==> config.mk <==
export PLATFORM = sky130hd
export DESIGN_NAME = ack_router
export DESIGN_NICKNAME = d
export VERILOG_FILES = /design/src/logic/ack_router.sv
export SDC_FILE = /design/constraint.sdc
export NUM_CORES = 1
export LEC_CHECK = 0
export BUFFER_PORTS_ARGS = -buffer_cell sky130_fd_sc_hd__buf_4
export CAP_MARGIN = 20
export CORE_ASPECT_RATIO = 0.9
export CORE_MARGIN = 1
export CORE_UTILIZATION = 48
export DETAILED_ROUTE_END_ITERATION = 8
export GPL_TIMING_DRIVEN = 1
export MAX_ROUTING_LAYER = met4
export PLACE_DENSITY = 0.87
export SYNTH_ARGS = -nofsm -noshare
export SYNTH_HDL_FRONTEND = slang
export SYNTH_SLANG_ARGS = --single-unit
==> constraint.sdc <==
create_clock -name clk -period 1.8 [get_ports clk]
set_clock_uncertainty 0.2 [all_clocks]
set_input_delay 0.27 -clock clk [delete_from_list [all_inputs] [get_ports clk]]
set_output_delay 0.27 -clock clk [all_outputs]
set_load 0.1 [all_outputs]
==> src/logic/ack_router.sv <==
`timescale 1ns/1ps

module ack_router #(
	parameter int num_pu = 4,
	parameter int data_bits = 32,
	localparam int id_bits = (num_pu > 1) ? $clog2(num_pu) : 1
) (
	input logic clk,
	input logic reset,
	input logic grant_valid,
	input logic [id_bits-1:0] grant_id,
	input logic ctx_valid,
	input logic [data_bits-1:0] ctx_data,
	output logic [num_pu-1:0] pu_ack,
	output logic [num_pu*data_bits-1:0] pu_rdata
);

	// one entry per grant in flight between the arbiter and the ack register
	localparam int fifo_depth = 3;

	logic [id_bits-1:0] tag_mem [fifo_depth];
	logic [1:0] wr_ptr;
	logic [1:0] rd_ptr;
	logic [id_bits-1:0] head_id;

	function automatic logic [1:0] ptr_next(input logic [1:0] ptr);
		return (ptr == 2'(fifo_depth - 1)) ? 2'd0 : ptr + 2'd1;
	endfunction

	assign head_id = tag_mem[rd_ptr];

	always_ff @(posedge clk) begin
		if (grant_valid)
			tag_mem[wr_ptr] <= grant_id;
	end

	// results come back in grant order, so the oldest tag names the PU
	always_ff @(posedge clk) begin
		if (reset) begin
			wr_ptr <= 2'd0;
			rd_ptr <= 2'd0;
		end else begin
			if (grant_valid)
				wr_ptr <= ptr_next(wr_ptr);
			if (ctx_valid)
				rd_ptr <= ptr_next(rd_ptr);
		end
	end

	always_ff @(posedge clk) begin
		if (reset) begin
			pu_ack <= '0;
			pu_rdata <= '0;
		end else begin
			for (int i = 0; i < num_pu; i++) begin
				pu_ack[i] <= ctx_valid && (head_id == i);
				pu_rdata[i*data_bits +: data_bits] <=
					(ctx_valid && (head_id == i)) ? ctx_data : '0;
			end
		end
	end

endmodule

* Word-level counts from Yosys, hierarchy flattened *
Memory sizes are Yosys's and may differ from the RTL's. A register that Yosys moved wholly into a read port is not among the register bits.
Cells that the tools add are included.

storage, ports and cells
  register bits = 136
  latch bits = 0
  memory bits (writable) = 6
  memory bits (read-only) = 0
  bits of input ports = 38
  output and inout bits = 132
  memories = 1

memories
  name     depth  bits a word  rd ports  clocked after Yosys merged registers in  wr ports  line  source
  tag_mem  3      2            1         1                                        1         21    logic [id_bits-1:0] tag_mem [fifo_depth];

cells by class
  add/sub/neg operators = 2
  multiply operators = 0
  divide/modulo/power cells = 0
  magnitude comparators = 0
  equal/unequal tests = 5
  shift-type cells = 0
  mux-type cells = 6
  bitwise logic cells = 4
  reductions and logical operators = 9

operator list
  operator                                             number
  equality test 2 bit, second input constant           4
  two-way mux 2 bit                                    4
  OR reduction 2 bit                                   4
  adder 2 x 1 -> 2 bit, second input constant          2
  logical AND 1 bit                                    4
  NOT 1 bit                                            4
  equality test 2 x 1 -> 1 bit, second input constant  1
  logical NOT 2 bit                                    1
  two-way mux 1 bit                                    2

* Depth between registers and ports, before layout *
  depth after elaboration = 4
  depth in mapped cells = 6

* Least setup slack after synthesis *
OpenSTA, ideal clock, no wires.

  path type = register to register
  from = register (tool-made name)
  to = register pu_rdata[127]
  library setup time = 0.121 ns
  arrival = 1.250 ns
  path slack = 0.229 ns
  stages on the path, launching flop included = 6
  path buffers = 2
  clock period less this slack = 1.571 ns
  cell sequence = dfxtp_1 -> mux2_2 -> o21ai_2 -> buf_4 -> buf_4 -> nor2_1

RTL lines
  what                           line  source
  end signal, assigned by index  57    pu_rdata[i*data_bits +: data_bits] <=
  end, declared                  15    output logic [num_pu*data_bits-1:0] pu_rdata

==> impl_metrics.toml <==
[synth]
yosys_most_used_dff = "dfxtp_1"
synth-adder-area-share = 0
synth_edf_count = 6
async_flop_share = 0
ys.warnings.count = 0
syn_nets = 443
ys_seq_area_frac = 0.6661
synth_compound_area_frac = 0.07222
synthCells = 405
ys_ff_latch = 144
synth_common_cells = "dfxtp_1, nor2_1, nand2_1"
synth_top_family_by_area = "simple AND/OR/NAND/NOR gates"
synth_area_leaders = "dfxtp_1, nor2_1, nor3_2"
syn_area_um2 = 4418
synth_area_per_cell_um2 = 10.91
yosysMostFrequentCell = "dfxtp_1"
synth.top_cell.area_share = 0.6253
synth_area_leader_cell = "dfxtp_1"
muxShareOfSynthArea = 0.008496
ys_types = 25
synthSimpleGateAreaFrac = 0.2090
synth_xor_area_frac = 0

[timing]
setup_viol = 0
max_slew_margin = 0.6562
drv_slew = 0
fmax_mhz = 580.8
setup_tns_ns = 0
holdWs_ns = 0.3123
period_minus_slack_ns = 1.722
rsz0062_at_grt = "no"
period_share = 0.9566
hold_violations = 0
max_slew.worst_pin.slew_ns = 0.5086

[global_route]
grt_overflow_total = 0
antenna_found_initial = 0
grt_pass1_wl_um = 18970
grt_pass1_vias = 3772
grt_usage = 0.2740
grt_max_degree = 67

[floorplan]
die_h_um = 93.02
rows = 32
io_pins = 170
core_area_um2 = 8768
initial_core_util = 0.5039
die-area_um2 = 9592
die_x_um = 103.1

[route]
drc = 0
wl_per_cell_um = 17.13
drtIter0Drc = 171
first_pass_iters = 4
antenna_left = 0
via_count = 3826
wl_um = 12760
vias_per_cell = 5.136

[worst_setup_path]
cp_max_fo = 19
critPathMaxStageDelay_ns = 0.41
critPathKind = "flip-flop to flip-flop"
cp-start-kind = "flip-flop"
cp-end-kind = "flip-flop"
cp_data_required_time_ns = 2.01
worstPathArrival_ns = 1.94
crit_chain = "mux2_4 > o21a_2 > buf_12 > nor3_1"
cp_slowest_cell = "dfxtp_1"

[cts]
path_clk_slew_ns = 0.07
clock_path_buffers = 2
cts_root_buffer = "clkbuf_8"
cts_tree = "yes"
cts_sinks = 144
htree_levels = 4
cts_buffers = 17
worstSkewPairLatency_ns = 0.51

[worst_hold_path]
worstHoldStart = "grant_id[1]"
hold_class = "input pin to flip-flop"

[finish]
final_cell_area_um2 = 6859
nNetsFinal = 651
syn_to_final_growth_pct = 55.25
fill_cells = 525
regArea_um2 = 2944
layout-drive-gt1-share = 0.4105
diodes = 0
final_util = 0.7822
multi_input_area_um2 = 1304

[placed_design]
gp_congestion = 0.8288
dpl_cell_area_um2 = 5874
portBuffers = 169
dp_hpwl_um = 7838

[flow_run]
drv_cap = 0

[power_and_ir_drop]
powerDensity_nw_per_um2 = 1170
p_leak_nw = 3.024
power_mw = 8.026
peakVddDrop_v = 0.0007000

[outcome]
status = "completed"
==> cells by family (layout without fill, tap and decap cells) <==
| group | after synthesis | count (layout) |
|---|---|---|
| flops | 144 | 144 |
| compound gates | 38 | 38 |
| mux | 3 | 3 |
| simple gates | 183 | 183 |
| buf+inv | 37 | 258 |
==> state kept, by name, summed over array words and instances, names as in the netlist, named ones only <==
signal    count
pu_rdata    128
tag_mem       6
pu_ack        4
rd_ptr        2
wr_ptr        2
==> layout make-up <==
| type | instances | share of cell area |
|---|---|---|
| inverter | 2 | 0.001094 |
| sequential | 144 | 0.4292 |
| multi-input combinational | 224 | 0.1901 |
| timing repair buffer | 224 | 0.2734 |
| tap | 119 | 0.02171 |
| clock buffer | 17 | 0.06038 |
| clock inverter | 15 | 0.02408 |
==> critical path, delay by kind of cell, from the launching register on <==
| family | cells | cell delay (ns) |
|---|---|---|
| flops | 1 | 0.41 |
| mux | 1 | 0.34 |
| simple gates | 1 | 0.26 |
| compound gates | 1 | 0.24 |
| buf+inv | 1 | 0.17 |
==> path summary, 6_finish.rpt <==
check                           cells past startpoint  slack [ns]       endpoint
worst min-delay path                                2        0.31  tag_mem[1][1]
worst max register to register                      4        0.08   pu_rdata[50]
worst min register to register                      2        0.35      flip-flop
worst max-delay path                                4        0.08   pu_rdata[50]
==> per-stage QoR <==
step	std cells	setup slack, ns
after detailed placement	674	0.05500
after global placement	673	-0.1520
after CTS	744	0.03183
after floorplan	405	0.2292
final	745	0.07815
after global routing	745	0.02796
==> timing repair <==
action,CTS,global route
resized for setup,0,2
hold buffers,38,0
setup buffers,0,1
hold endpoints to repair,146,0
setup endpoints to repair,0,27
==> layer usage <==
metal	track usage	share of wire	routed length, um
met1	0.3152	0.40	5136
met2	0.4644	0.53	6702
met3	0.06951	0.058	740
met4	0.09272	0.014	182
met5	-	0	0
==> power breakdown <==
group,internal (mW),switching [mW]
Clock,1.91,1.49
Sequential,3.30,0.0361
Combinational,0.357,0.940
Total,5.56,2.46
==> placed cells by master, fill, tap and decap left out, types with 6 or more instances in the layout <==
cell type / count
buf_4: 177
dfxtp_1: 137
nor2_1: 103
dlygate4sd3_1: 38
nand2_1: 34
o2111ai_1: 32
nor3_2: 30
clkbuf_16: 16
buf_12: 7
inv_6: 6
edfxtp_1: 6
(Power assumes the default switching activity.)
